File: src/hdl/rv_consts.svh
`ifndef RV_CONSTS_SVH
`define RV_CONSTS_SVH

// --------------------
// Datapath widths
// --------------------

// Data and address width
`define RV_XLEN 32

// Register index width and register count
`define RV_REG_AW 5
`define RV_NUM_REGS 32

// Instruction word width
`define RV_INSTR_W 32

// First fetch address after reset
`define RV_RESET_PC 32'h0000_0000

// One strobe bit per data byte
`define RV_WSTRB_W 4

`endif

File: src/hdl/rv_core_pkg.sv
`include "rv_consts.svh"

package rv_core_pkg;

  // ALU function
  typedef enum logic [2:0] {
    ADD,
    SUB,
    AND,
    OR,
    XOR,
    SLT,
    PASS_B
  } alu_op_e;

  // Source of the register write-back value
  typedef enum logic [1:0] {
    ALU,
    MEM,
    PC4
  } wb_src_e;

  // Conditional branch flavour
  typedef enum logic [1:0] {
    NONE,
    EQ,
    NE,
    LT
  } br_kind_e;

  // --------------------
  // Fetch to decode
  // --------------------
  typedef struct packed {
    logic [`RV_XLEN-1:0]    pc;
    logic [`RV_INSTR_W-1:0] instr;
    logic [`RV_XLEN-1:0]    pc_plus4;
  } fetch_t;

  // Control word produced by decode
  typedef struct packed {
    alu_op_e  alu_op;
    wb_src_e  wb_src;
    br_kind_e br_kind;
    logic     is_jal;
    logic     is_jalr;
    logic     reg_write;
    logic     mem_read;
    logic     mem_write;
    logic     ebreak;
    logic     illegal;
    logic     alu_b_imm;
    logic     a_is_zero;
  } ctrl_t;

  // --------------------
  // Decode to execute
  // --------------------
  typedef struct packed {
    ctrl_t                 ctrl;
    logic [`RV_REG_AW-1:0] rd;
    logic [`RV_XLEN-1:0]   rs1_data;
    logic [`RV_XLEN-1:0]   rs2_data;
    logic [`RV_XLEN-1:0]   imm;
    logic [`RV_XLEN-1:0]   pc;
    logic [`RV_XLEN-1:0]   pc_plus4;
  } dec_t;

  // Execute to retire
  typedef struct packed {
    ctrl_t                 ctrl;
    logic [`RV_REG_AW-1:0] rd;
    logic [`RV_XLEN-1:0]   alu_result;
    logic [`RV_XLEN-1:0]   store_data;
    logic [`RV_XLEN-1:0]   pc_plus4;
  } ex_t;

  // Execute back to fetch
  typedef struct packed {
    logic                taken;
    logic [`RV_XLEN-1:0] target;
  } redirect_t;

  // Retire to register file
  typedef struct packed {
    logic                  we;
    logic [`RV_REG_AW-1:0] rd;
    logic [`RV_XLEN-1:0]   data;
  } wb_t;

endpackage

File: src/hdl/rv_isa_pkg.sv
package rv_isa_pkg;

  // --------------------
  // Major opcodes
  // --------------------
  typedef enum logic [6:0] {
    OP_LUI    = 7'b0110111,
    OP_IMM    = 7'b0010011,
    OP_RTYPE  = 7'b0110011,
    OP_BRANCH = 7'b1100011,
    OP_JAL    = 7'b1101111,
    OP_JALR   = 7'b1100111,
    OP_LOAD   = 7'b0000011,
    OP_STORE  = 7'b0100011,
    OP_SYSTEM = 7'b1110011
  } opcode_e;

  // ALU funct3
  localparam logic [2:0] F3_ADD_SUB = 3'b000;
  localparam logic [2:0] F3_SLT     = 3'b010;
  localparam logic [2:0] F3_XOR     = 3'b100;
  localparam logic [2:0] F3_OR      = 3'b110;
  localparam logic [2:0] F3_AND     = 3'b111;

  // Branch funct3
  localparam logic [2:0] F3_BEQ = 3'b000;
  localparam logic [2:0] F3_BNE = 3'b001;
  localparam logic [2:0] F3_BLT = 3'b100;

  // Load/store width, only full words here
  localparam logic [2:0] F3_WORD = 3'b010;

  // funct7 values of R-type
  localparam logic [6:0] F7_ZERO = 7'b0000000;
  localparam logic [6:0] F7_SUB  = 7'b0100000;

  // Only SYSTEM word that is legal
  localparam logic [31:0] EBREAK_WORD = 32'h0010_0073;

  // --------------------
  // Field positions
  // --------------------
  localparam int RD_LSB  = 7;
  localparam int F3_LSB  = 12;
  localparam int RS1_LSB = 15;
  localparam int RS2_LSB = 20;
  localparam int F7_LSB  = 25;

endpackage

File: src/hdl/rv_core.sv
`include "rv_consts.svh"

module rv_core (
  input  logic                   clk,
  input  logic                   rst_n,

  // Instruction memory, read only
  output logic                   imem_ren,
  output logic [`RV_XLEN-1:0]    imem_raddr,
  input  logic [`RV_XLEN-1:0]    imem_rdata,

  // Data memory read
  output logic                   dmem_ren,
  output logic [`RV_XLEN-1:0]    dmem_raddr,
  input  logic [`RV_XLEN-1:0]    dmem_rdata,

  // Data memory write
  output logic                   dmem_we,
  output logic [`RV_XLEN-1:0]    dmem_waddr,
  output logic [`RV_XLEN-1:0]    dmem_wdata,
  output logic [`RV_WSTRB_W-1:0] dmem_wstrb,

  output logic                   ebreak,
  output logic                   trap
);

  // --------------------
  // Inter-module wires
  // --------------------
  rv_core_pkg::fetch_t    fetch;
  rv_core_pkg::dec_t      dec;
  rv_core_pkg::ex_t       ex;
  rv_core_pkg::redirect_t redirect;
  rv_core_pkg::wb_t       wb;
  logic [`RV_REG_AW-1:0]  rs1_addr;
  logic [`RV_REG_AW-1:0]  rs2_addr;
  logic [`RV_XLEN-1:0]    rs1_data;
  logic [`RV_XLEN-1:0]    rs2_data;
  logic                   halt;

  rv_fetch u_fetch (
    .clk        (clk),
    .rst_n      (rst_n),
    .redirect   (redirect),
    .halt       (halt),
    .imem_ren   (imem_ren),
    .imem_raddr (imem_raddr),
    .imem_rdata (imem_rdata),
    .fetch      (fetch)
  );

  rv_decode u_decode (
    .fetch    (fetch),
    .rs1_addr (rs1_addr),
    .rs2_addr (rs2_addr),
    .rs1_data (rs1_data),
    .rs2_data (rs2_data),
    .dec      (dec)
  );

  // Reads settle in the decode cycle, write lands on the edge
  rv_regfile u_regfile (
    .clk      (clk),
    .rst_n    (rst_n),
    .rs1_addr (rs1_addr),
    .rs2_addr (rs2_addr),
    .rs1_data (rs1_data),
    .rs2_data (rs2_data),
    .wb       (wb)
  );

  rv_execute u_execute (
    .dec      (dec),
    .ex       (ex),
    .redirect (redirect)
  );

  rv_retire u_retire (
    .clk        (clk),
    .rst_n      (rst_n),
    .ex         (ex),
    .dmem_ren   (dmem_ren),
    .dmem_raddr (dmem_raddr),
    .dmem_rdata (dmem_rdata),
    .dmem_we    (dmem_we),
    .dmem_waddr (dmem_waddr),
    .dmem_wdata (dmem_wdata),
    .dmem_wstrb (dmem_wstrb),
    .wb         (wb),
    .halt       (halt),
    .ebreak     (ebreak),
    .trap       (trap)
  );

endmodule

File: src/hdl/rv_decode.sv
`include "rv_consts.svh"

module rv_decode (
  input  rv_core_pkg::fetch_t      fetch,
  output logic [`RV_REG_AW-1:0]    rs1_addr,
  output logic [`RV_REG_AW-1:0]    rs2_addr,
  input  logic [`RV_XLEN-1:0]      rs1_data,
  input  logic [`RV_XLEN-1:0]      rs2_data,
  output rv_core_pkg::dec_t        dec
);

  logic [`RV_INSTR_W-1:0] instr;
  rv_isa_pkg::opcode_e    opcode;
  logic [2:0]             funct3;
  logic [6:0]             funct7;
  rv_core_pkg::ctrl_t     ctrl;
  logic [`RV_XLEN-1:0]    imm;

  // --------------------
  // Field extraction
  // --------------------
  assign instr  = fetch.instr;
  assign opcode = rv_isa_pkg::opcode_e'(instr[6:0]);
  assign funct3 = instr[rv_isa_pkg::F3_LSB +: 3];
  assign funct7 = instr[rv_isa_pkg::F7_LSB +: 7];

  assign rs1_addr = instr[rv_isa_pkg::RS1_LSB +: `RV_REG_AW];
  assign rs2_addr = instr[rv_isa_pkg::RS2_LSB +: `RV_REG_AW];

  // Control decode
  always_comb begin
    ctrl = '0;
    // ALU result is ignored unless an opcode below picks a real op
    ctrl.alu_op  = rv_core_pkg::PASS_B;
    ctrl.wb_src  = rv_core_pkg::ALU;
    ctrl.br_kind = rv_core_pkg::NONE;
    case (opcode)
      rv_isa_pkg::OP_LUI: begin
        // rd = 0 + U-immediate
        ctrl.alu_op    = rv_core_pkg::ADD;
        ctrl.a_is_zero = 1'b1;
        ctrl.alu_b_imm = 1'b1;
        ctrl.reg_write = 1'b1;
      end
      rv_isa_pkg::OP_IMM: begin
        ctrl.alu_op    = rv_core_pkg::ADD;
        ctrl.alu_b_imm = 1'b1;
        ctrl.reg_write = 1'b1;
        // ADDI only
        ctrl.illegal   = (funct3 != rv_isa_pkg::F3_ADD_SUB);
      end
      rv_isa_pkg::OP_RTYPE: begin
        ctrl.reg_write = 1'b1;
        if (funct7 == rv_isa_pkg::F7_SUB && funct3 == rv_isa_pkg::F3_ADD_SUB) begin
          ctrl.alu_op = rv_core_pkg::SUB;
        end else if (funct7 != rv_isa_pkg::F7_ZERO) begin
          ctrl.illegal = 1'b1;
        end else begin
          case (funct3)
            rv_isa_pkg::F3_ADD_SUB: ctrl.alu_op = rv_core_pkg::ADD;
            rv_isa_pkg::F3_SLT:     ctrl.alu_op = rv_core_pkg::SLT;
            rv_isa_pkg::F3_XOR:     ctrl.alu_op = rv_core_pkg::XOR;
            rv_isa_pkg::F3_OR:      ctrl.alu_op = rv_core_pkg::OR;
            rv_isa_pkg::F3_AND:     ctrl.alu_op = rv_core_pkg::AND;
            default:                ctrl.illegal = 1'b1;
          endcase
        end
      end
      rv_isa_pkg::OP_BRANCH: begin
        case (funct3)
          rv_isa_pkg::F3_BEQ: ctrl.br_kind = rv_core_pkg::EQ;
          rv_isa_pkg::F3_BNE: ctrl.br_kind = rv_core_pkg::NE;
          rv_isa_pkg::F3_BLT: ctrl.br_kind = rv_core_pkg::LT;
          default:            ctrl.illegal = 1'b1;
        endcase
      end
      rv_isa_pkg::OP_JAL: begin
        ctrl.is_jal    = 1'b1;
        ctrl.wb_src    = rv_core_pkg::PC4;
        ctrl.reg_write = 1'b1;
      end
      rv_isa_pkg::OP_JALR: begin
        ctrl.is_jalr   = 1'b1;
        ctrl.wb_src    = rv_core_pkg::PC4;
        ctrl.reg_write = 1'b1;
        ctrl.illegal   = (funct3 != 3'b000);
      end
      rv_isa_pkg::OP_LOAD: begin
        // Address = rs1 + I-immediate
        ctrl.alu_op    = rv_core_pkg::ADD;
        ctrl.alu_b_imm = 1'b1;
        ctrl.mem_read  = 1'b1;
        ctrl.wb_src    = rv_core_pkg::MEM;
        ctrl.reg_write = 1'b1;
        ctrl.illegal   = (funct3 != rv_isa_pkg::F3_WORD);
      end
      rv_isa_pkg::OP_STORE: begin
        ctrl.alu_op    = rv_core_pkg::ADD;
        ctrl.alu_b_imm = 1'b1;
        ctrl.mem_write = 1'b1;
        ctrl.illegal   = (funct3 != rv_isa_pkg::F3_WORD);
      end
      rv_isa_pkg::OP_SYSTEM: begin
        ctrl.ebreak  = (instr == rv_isa_pkg::EBREAK_WORD);
        ctrl.illegal = (instr != rv_isa_pkg::EBREAK_WORD);
      end
      default: ctrl.illegal = 1'b1;
    endcase
    // Halting words change no architectural state
    if (ctrl.illegal || ctrl.ebreak) begin
      ctrl.reg_write = 1'b0;
      ctrl.mem_read  = 1'b0;
      ctrl.mem_write = 1'b0;
    end
  end

  // --------------------
  // Immediate generation
  // --------------------
  always_comb begin
    case (opcode)
      rv_isa_pkg::OP_LUI: imm = {instr[31:12], 12'b0};
      rv_isa_pkg::OP_STORE: imm = {{20{instr[31]}}, instr[31:25], instr[11:7]};
      rv_isa_pkg::OP_BRANCH:
        imm = {{19{instr[31]}}, instr[31], instr[7], instr[30:25], instr[11:8], 1'b0};
      rv_isa_pkg::OP_JAL:
        imm = {{11{instr[31]}}, instr[31], instr[19:12], instr[20], instr[30:21], 1'b0};
      // I-type for ADDI, JALR and LW
      default: imm = {{20{instr[31]}}, instr[31:20]};
    endcase
  end

  assign dec.ctrl     = ctrl;
  assign dec.rd       = instr[rv_isa_pkg::RD_LSB +: `RV_REG_AW];
  assign dec.rs1_data = rs1_data;
  assign dec.rs2_data = rs2_data;
  assign dec.imm      = imm;
  assign dec.pc       = fetch.pc;
  assign dec.pc_plus4 = fetch.pc_plus4;

endmodule

File: src/hdl/rv_execute.sv
`include "rv_consts.svh"

module rv_execute (
  input  rv_core_pkg::dec_t      dec,
  output rv_core_pkg::ex_t       ex,
  output rv_core_pkg::redirect_t redirect
);

  logic [`RV_XLEN-1:0] alu_a;
  logic [`RV_XLEN-1:0] alu_b;
  logic [`RV_XLEN-1:0] alu_result;
  logic                rs_eq;
  logic                rs_lt;
  logic                br_taken;
  logic [`RV_XLEN-1:0] jalr_sum;

  // --------------------
  // ALU operands
  // --------------------
  // Zero in place of rs1 for LUI
  assign alu_a = dec.ctrl.a_is_zero ? '0 : dec.rs1_data;
  assign alu_b = dec.ctrl.alu_b_imm ? dec.imm : dec.rs2_data;

  always_comb begin
    case (dec.ctrl.alu_op)
      rv_core_pkg::ADD: alu_result = alu_a + alu_b;
      rv_core_pkg::SUB: alu_result = alu_a - alu_b;
      rv_core_pkg::AND: alu_result = alu_a & alu_b;
      rv_core_pkg::OR:  alu_result = alu_a | alu_b;
      rv_core_pkg::XOR: alu_result = alu_a ^ alu_b;
      rv_core_pkg::SLT: begin
        alu_result = {{(`RV_XLEN - 1){1'b0}}, $signed(alu_a) < $signed(alu_b)};
      end
      default: alu_result = alu_b;
    endcase
  end

  // --------------------
  // Branch compare
  // --------------------
  assign rs_eq = (dec.rs1_data == dec.rs2_data);
  // BLT is the only ordered compare, always signed
  assign rs_lt = ($signed(dec.rs1_data) < $signed(dec.rs2_data));

  always_comb begin
    case (dec.ctrl.br_kind)
      rv_core_pkg::EQ: br_taken = rs_eq;
      rv_core_pkg::NE: br_taken = !rs_eq;
      rv_core_pkg::LT: br_taken = rs_lt;
      default:         br_taken = 1'b0;
    endcase
  end

  // Redirect target
  assign jalr_sum = dec.rs1_data + dec.imm;

  assign redirect.taken  = br_taken || dec.ctrl.is_jal || dec.ctrl.is_jalr;
  // JALR drops bit 0, branches and JAL are PC relative
  assign redirect.target = dec.ctrl.is_jalr ? {jalr_sum[`RV_XLEN-1:1], 1'b0}
                                            : dec.pc + dec.imm;

  assign ex.ctrl       = dec.ctrl;
  assign ex.rd         = dec.rd;
  assign ex.alu_result = alu_result;
  assign ex.store_data = dec.rs2_data;
  assign ex.pc_plus4   = dec.pc_plus4;

endmodule

File: src/hdl/rv_fetch.sv
`include "rv_consts.svh"

module rv_fetch (
  input  logic                   clk,
  input  logic                   rst_n,
  input  rv_core_pkg::redirect_t redirect,
  input  logic                   halt,
  output logic                   imem_ren,
  output logic [`RV_XLEN-1:0]    imem_raddr,
  input  logic [`RV_XLEN-1:0]    imem_rdata,
  output rv_core_pkg::fetch_t    fetch
);

  logic [`RV_XLEN-1:0] pc;
  logic [`RV_XLEN-1:0] pc_plus4;
  logic [`RV_XLEN-1:0] pc_next;

  assign pc_plus4 = pc + `RV_XLEN'd4;

  // Halt freezes the PC, then taken redirect, else sequential
  always_comb begin
    if (halt) begin
      pc_next = pc;
    end else if (redirect.taken) begin
      pc_next = redirect.target;
    end else begin
      pc_next = pc_plus4;
    end
  end

  always_ff @(posedge clk) begin
    if (!rst_n) begin
      pc <= `RV_RESET_PC;
    end else begin
      pc <= pc_next;
    end
  end

  // SRAM answers in the same cycle
  assign imem_ren   = !halt;
  assign imem_raddr = pc;

  assign fetch.pc       = pc;
  assign fetch.instr    = imem_rdata;
  assign fetch.pc_plus4 = pc_plus4;

  // Jump targets from execute must keep word alignment
  a_pc_aligned : assert property (@(posedge clk) disable iff (!rst_n) pc[1:0] == 2'b00);

endmodule

File: src/hdl/rv_regfile.sv
`include "rv_consts.svh"

module rv_regfile (
  input  logic                   clk,
  input  logic                   rst_n,
  input  logic [`RV_REG_AW-1:0]  rs1_addr,
  input  logic [`RV_REG_AW-1:0]  rs2_addr,
  output logic [`RV_XLEN-1:0]    rs1_data,
  output logic [`RV_XLEN-1:0]    rs2_data,
  input  rv_core_pkg::wb_t       wb
);

  // x1..x31, x0 is not stored
  logic [`RV_XLEN-1:0] regs [1:`RV_NUM_REGS-1];

  always_ff @(posedge clk) begin
    if (!rst_n) begin
      for (int i = 1; i < `RV_NUM_REGS; i++) begin
        regs[i] <= '0;
      end
    end else if (wb.we && wb.rd != '0) begin
      regs[wb.rd] <= wb.data;
    end
  end

  // --------------------
  // Combinational reads
  // --------------------
  assign rs1_data = (rs1_addr == '0) ? '0 : regs[rs1_addr];
  assign rs2_data = (rs2_addr == '0) ? '0 : regs[rs2_addr];

  // Retire turns writes to x0 into discards with the enable low
  a_no_x0_write : assert property (
    @(posedge clk) disable iff (!rst_n) wb.we |-> (wb.rd != '0)
  );

endmodule

File: src/hdl/rv_retire.sv
`include "rv_consts.svh"

module rv_retire (
  input  logic                    clk,
  input  logic                    rst_n,
  input  rv_core_pkg::ex_t        ex,
  output logic                    dmem_ren,
  output logic [`RV_XLEN-1:0]     dmem_raddr,
  input  logic [`RV_XLEN-1:0]     dmem_rdata,
  output logic                    dmem_we,
  output logic [`RV_XLEN-1:0]     dmem_waddr,
  output logic [`RV_XLEN-1:0]     dmem_wdata,
  output logic [`RV_WSTRB_W-1:0]  dmem_wstrb,
  output rv_core_pkg::wb_t        wb,
  output logic                    halt,
  output logic                    ebreak,
  output logic                    trap
);

  logic stop;

  // --------------------
  // Data memory
  // --------------------
  // Halted core issues nothing
  assign dmem_ren   = ex.ctrl.mem_read && !halt;
  assign dmem_raddr = ex.alu_result;
  assign dmem_we    = ex.ctrl.mem_write && !halt;
  assign dmem_waddr = ex.alu_result;
  assign dmem_wdata = ex.store_data;
  // Word stores only
  assign dmem_wstrb = {`RV_WSTRB_W{dmem_we}};

  // Write-back, x0 targets are discarded here
  assign wb.we = ex.ctrl.reg_write && !halt && (ex.rd != '0);
  assign wb.rd = ex.rd;

  always_comb begin
    case (ex.ctrl.wb_src)
      rv_core_pkg::MEM: wb.data = dmem_rdata;
      rv_core_pkg::PC4: wb.data = ex.pc_plus4;
      default:          wb.data = ex.alu_result;
    endcase
  end

  // --------------------
  // Halt and sticky status
  // --------------------
  assign stop = ex.ctrl.ebreak || ex.ctrl.illegal;

  always_ff @(posedge clk) begin
    if (!rst_n) begin
      halt   <= 1'b0;
      ebreak <= 1'b0;
      trap   <= 1'b0;
    end else begin
      halt   <= halt || stop;
      // First halting word decides which flag rises
      ebreak <= ebreak || (ex.ctrl.ebreak && !halt);
      trap   <= trap || (ex.ctrl.illegal && !halt);
    end
  end

  // Decode never asks for a load and a store at once
  a_rd_wr_excl : assert property (
    @(posedge clk) disable iff (!rst_n) !(dmem_we && dmem_ren)
  );

  // Halt is sticky and keeps memory quiet until reset
  a_halt_quiet : assert property (
    @(posedge clk) disable iff (!rst_n) halt |=> (halt && !dmem_we && !dmem_ren)
  );

endmodule

File: config.mk
export PLATFORM = sky130hd
export DESIGN_NAME = rv_core
export DESIGN_NICKNAME = d
export VERILOG_FILES = /design/src/hdl/rv_core_pkg.sv /design/src/hdl/rv_isa_pkg.sv /design/src/hdl/rv_core.sv /design/src/hdl/rv_decode.sv /design/src/hdl/rv_execute.sv /design/src/hdl/rv_fetch.sv /design/src/hdl/rv_regfile.sv /design/src/hdl/rv_retire.sv
export VERILOG_INCLUDE_DIRS = /design/src /design/src/hdl
export SDC_FILE = /design/constraint.sdc
export NUM_CORES = 2
export LEC_CHECK = 0
export ABC_CLOCK_PERIOD_IN_PS = 7100
export BUFFER_PORTS_ARGS = -buffer_cell sky130_fd_sc_hd__buf_4
export CORE_ASPECT_RATIO = 1.75
export CORE_MARGIN = 2
export CORE_UTILIZATION = 55
export CTS_BUF_LIST = sky130_fd_sc_hd__clkbuf_8
export CTS_CLUSTER_DIAMETER = 30
export CTS_CLUSTER_SIZE = 16
export DETAILED_ROUTE_END_ITERATION = 10
export PLACE_DENSITY = 0.72
export SLEW_MARGIN = 20
export SYNTH_ARGS = -nofsm -noshare
export SYNTH_HDL_FRONTEND = slang
export SYNTH_SLANG_ARGS = --single-unit
File: constraint.sdc
create_clock -name clk -period 7.1 [get_ports clk]
set_input_delay 0.355 -clock clk [delete_from_list [all_inputs] [get_ports clk]]
set_output_delay 0.355 -clock clk [all_outputs]
set_load 0.02 [all_outputs]
* Word-level counts from Yosys, hierarchy flattened *
Memory sizes are Yosys's and may differ from the RTL's.
Index checks and enable logic that the tools add are counted.

operators by class
  shift operators = 0
  magnitude comparators = 2
  multiply operators = 0
  reduce and logical (&&, ||, !) cells = 32
  div/mod/pow operators = 0
  add/subtract/negate cells = 5
  bitwise logic cells = 3
  multiplexer cells = 38
  equal/unequal tests = 29

operators with widths
  kind                   number
  $mux 32                7
  $pmux 32 s6            1
  $pmux 31 s4            1
  $add 32x32->32         3
  $lt 32x32->1           2
  $pmux 32 s2            1
  $add 32x3->32 const B  1
  $and 32x32->32         1
  $eq 32x21->1 const B   1
  $eq 32x32->1           1
  $ne 32x21->1 const B   1
  $or 32x32->32          1
  $reduce_or 32->1       1
  $sub 32x32->32         1
  $xor 32x32->32         1
  $eq 7x6->1 const B     4
  $eq 7x7->1 const B     4
  $mux 1                 17
  $eq 3x3->1 const B     5
  $pmux 3 s5             1
  $logic_not 5->1        2
  $eq 3x2->1 const B     3
  $mux 3                 3
  $logic_and 1x1->1      8
  other kinds (24)       38

word-level totals
  word-level logic and storage cells = 114
  bits in latches = 0
  memories kept = 1
  bits in read-only memories = 0
  RAM bits = 992
  register bits after elaboration = 35

memory list
  name            depth  width  read ports  clocked after memory_dff  wr ports  RTL line          RTL
  u_regfile.regs  31     32     2           0                         31        rv_regfile.sv:14  logic [`RV_XLEN-1:0] regs [1:`RV_NUM_REGS-1];

* Logic depth before layout (Yosys ltp) *
  word-level depth = 16
  mapped depth = 26
  mapped depth without buffers = 21

* Modules after synthesis *
From an unflattened synthesis, not the netlist that was laid out.

unflattened totals
  cell total of the unflattened synthesis = 6095
  area total of the unflattened synthesis = 71748.8 um^2

modules (own cells, without submodules)
  module      area each (um^2)  times used  cells each
  rv_regfile  54214.5           1           3505
  rv_execute  10906.7           1           1656
  rv_fetch    3076.7            1           417
  rv_decode   1996.9            1           285
  rv_retire   1554.0            1           232

* Least setup slack after synthesis *
OpenSTA, ideal clock, no wires.

  path kind = input -> output
  start = input imem_rdata[15]
  end = output dmem_waddr[21]
  path buffers = 6
  data arrival time = 5857 ps
  data required time = 6745 ps
  path slack = 888 ps
  stages = 19
  cell sequence = buf_2 -> buf_2 -> clkbuf_1 -> buf_1 -> mux4_2 -> mux2_2 -> a221oi_1 -> nor4_1 -> ha_1 -> buf_2 -> or4_1 -> or3_1 -> o211a_1 -> or3_1 -> a221oi_1 -> xnor2_1 -> a221oi_1 -> nor2_1 -> buf_4

between the ends
  cells in the longest elaborated chain, start to end = 5
  elaborated cells on any way between the ends = 12

RTL lines
  item                                                     RTL line          RTL
  from (decl)                                              rv_core.sv:10     input logic [`RV_XLEN-1:0] imem_rdata,
  $mem_v2 31x32 / $logic_not 5->1 (equally long branches)  n/a
  $mux 32                                                  rv_regfile.sv:29  assign rs1_data = (rs1_addr == '0) ? '0 : regs[rs1_addr];
  $mux 32                                                  rv_execute.sv:21  assign alu_a = dec.ctrl.a_is_zero ? '0 : dec.rs1_data;
  $sub 32x32->32, or another cell as far along             rv_execute.sv:27  rv_core_pkg::SUB: alu_result = alu_a - alu_b;
  $pmux 32 s6 (*)                                          rv_execute.sv:25  case (dec.ctrl.alu_op)
  to (decl)                                                rv_core.sv:19     output logic [`RV_XLEN-1:0] dmem_waddr,

Mark *: on every way between the ends. The rest lies on a longest branch, timed or not.

==> out/metrics.yaml <==
sta:
  slew_violations: 0
  fin_crit_ps: 7052
  grt_setup_unrepaired: "false"
  whs_ps: 74.55
  tns_ps: 0
  setup_slack_ps: 48.50
  fin_skew_ps: 76.65
  hold_viol_final: 0
  fmaxAchievable_mhz: 141.8
  worst_pin_slew_ps: 1347
  fin_crit_sh: 0.9932
  setup_violations: 0
  max_slew_margin: 0.1019
worst_setup_path:
  startpoint_type: "flip-flop"
  cp_data_arrival_time_ps: 6700
  critPathCaptureType: "output port"
  crit_required_ps: 6740
  r2r_slack_ps: 710
  worstPathMaxFanout: 3
  criticalPathCategory: "reg -> out"
route:
  post-route-drc-count: 0
  drt_wl_total_um: 278800
  first_pass_iters: 6
  routedWlPerCell_um: 36.69
  ant_nets: 0
  vias: 55310
  first_iter_violations: 8996
  vias_per_cell: 7.280
clock_network:
  clkSinkCount: 1059
  htreeDepth: 4
  clock-root-buffer: "clkbuf_8"
  postCtsSetupRepairBufs: 0
  clock_path_buffers: 3
  cts_inserted_buffers: 133
  cts_tree: "yes"
  insertion_delay_ps: 910
  clk_pin_slew_worst_paths_ps: 80
cells_and_area:
  final_cell_area_mm2: 0.07536
  final_nets: 6214
  seqCellArea_mm2: 0.03145
  fin_cells: 7598
  drive_gt1_frac: 0.2755
  multi_input_area_mm2: 0.03230
  syn2layout_area_growth_pct: 13.47
  final_util: 0.6290
  fillers: 9122
placement:
  dp_cells: 7340
  dp_hpwl_um: 191900
  place.gp.congestion: 1.100
  dpl-instance-area_mm2: 0.07226
  post-place-ws_ps: 100.5
  port_buffers: 202
floorplanning:
  die_h_um: 463.7
  die_x_um: 266.7
  core_region_area_mm2: 0.1198
  start_util: 0.5543
  die_area_mm2: 0.1237
  io_pins: 203
  fp-row-count: 168
power_and_ir_drop:
  ir_drop_mv: 0.1848
  power_mw: 16.84
  power-per-cell-area_mw_per_mm2: 223.4
  p_leak_nw: 28.90
synthesis:
  yosysSeqAreaShare: 0.4735
  postSynthAreaPerCell_um2: 11.79
  ys_seq_elements: 1059
  synth_edf_count: 1024
  ys_async_sr_fraction: 0
  synth_top_cell_by_area: "edfxtp_1"
  synth.distinct_cells: 105
  synth.top_cells.by_count: "nor2_1 (1102), edfxtp_1 (1024), mux4_2 (547), clkbuf_1 (291), nand2_1 (287)"
  yosys_warnings: 0
  yosys-top-cells-area: "edfxtp_1 (46%), mux4_2 (19%), nor2_1 (6.2%), ha_1 (3.7%), mux2i_1 (1.8%)"
  synth_ff_type: "edfxtp_1"
  netlist.area_leader.share: 0.4630
  synth_most_common_cell: "nor2_1"
  synthesis.area_mm2: 0.06641
  syn_inst: 5633
global_routing:
  antenna_found_initial: 18
  grt_pass1_vias: 54900
  grt_pass1_wl_um: 389600
  grt_max_degree: 54
  grt-ovfl-total: 0
  track_usage: 0.4529
worst_hold_path:
  hp-class: "in -> reg"
run_status:
  status: "finished clean"
flow_run:
  maxCapViolations: 0
-- power by group --
part           internal [mW]  total (mW)  switching, mW
registers               7.06        7.19          0.127
clock network           2.40        4.96           2.56
logic                   1.70        4.69           2.98
-- critical path, stage by stage, from the launching register on --
cell and delay [ps]:
edfxtp_1 410, mux4_2 490, mux4_2 550, a22o_1 380
inv_1 150, a21oi_2 230, buf_4 220, ha_1 200
or3_1 360, or4_1 410, o211ai_1 360, o211a_1 300
o311ai_0 210, a2111o_1 470, a32o_1 250, a21oi_1 370
buf_4 200, nor2_1 60, buf_4 170
-- final timing paths --
check / startpoint / endpoint / depth (start not counted)
min reg2reg: u_retire.ebreak$_SDFF_PN0_ / u_retire.ebreak$_SDFF_PN0_ / 1
max: u_regfile.regs[7][8]$_SDFFCE_PN0P_ / dmem_raddr[25] / 18
max reg2reg: u_regfile.regs[26][0]$_SDFFCE_PN0P_ / u_regfile.regs[27][22]$_SDFFCE_PN0P_ / 23
min: imem_rdata[31] / u_fetch.imem_raddr[31]$_SDFFE_PN0N_ / 5
-- logic make-up (layout without fill, tap and decap cells) --
kind of cell,count (synthesis),count (layout),synth area share
compound gates,888,888,0.09043
xor+xnor,88,88,0.01161
fa+ha+maj,200,200,0.03809
buf+inv,753,1144,0.04919
flops,1059,1059,0.4735
mux,698,698,0.2088
other cells,1,45,0.00005646
simple gates,1946,1946,0.1283
-- layout by cell type, fill, tap and decap left out, types with 32 or more instances in the layout --
master       n
nor2b_1     38
inv_1      212
nand2_2     62
nor4_1      37
a31oi_1     37
mux2i_1    120
xnor2_1     56
a21oi_1    190
clkbuf_8   139
buf_4      626
o21ai_0    170
ha_1       194
a21o_1      61
edfxtp_1  1024
dfxtp_1     35
conb_1      32
nor3_1     213
nand3_1     69
a22o_1      34
a221oi_1    37
buf_12      55
o211ai_1    35
nor2_1    1093
mux4_2     547
nand2_1    224
xor2_1      32
-- timing repair --
| item | 4_1_cts | 5_1_grt |
|---|---|---|
| setup endpoints to repair | 0 | 42 |
| hold buffers | 1 | 0 |
| gates resized for setup | 0 | 9 |
| endpoints found under the hold margin | 19 | 0 |
-- final cells by class --
| class | count | share of cell area |
|---|---|---|
| multi-input cells | 3852 | 0.4286 |
| flip-flops and latches | 1059 | 0.4173 |
| well taps | 1530 | 0.02540 |
| clock buffers | 139 | 0.02539 |
| inverters | 214 | 0.01073 |
| repair buffers | 689 | 0.07840 |
| clock inverters | 102 | 0.01371 |
| diodes | 13 | 0.0004317 |
-- flip-flops by register name (all words and copies together), names as in the netlist --
signal,cells
u_retire.ebreak,1
u_retire.halt,1
u_regfile.regs,1024
u_fetch.imem_raddr,32
u_retire.trap,1
-- routing by layer --
layer  wire (um)  vias to the layer above  GRT usage
met5          66                        -   0.001590
met4       33460                       10     0.4406
met3       36510                     1608     0.1567
met2      127500                     5031     0.6952
met1       81280                    26720     0.4795
li1            -                    21940          -
(Power assumes the default switching activity.)
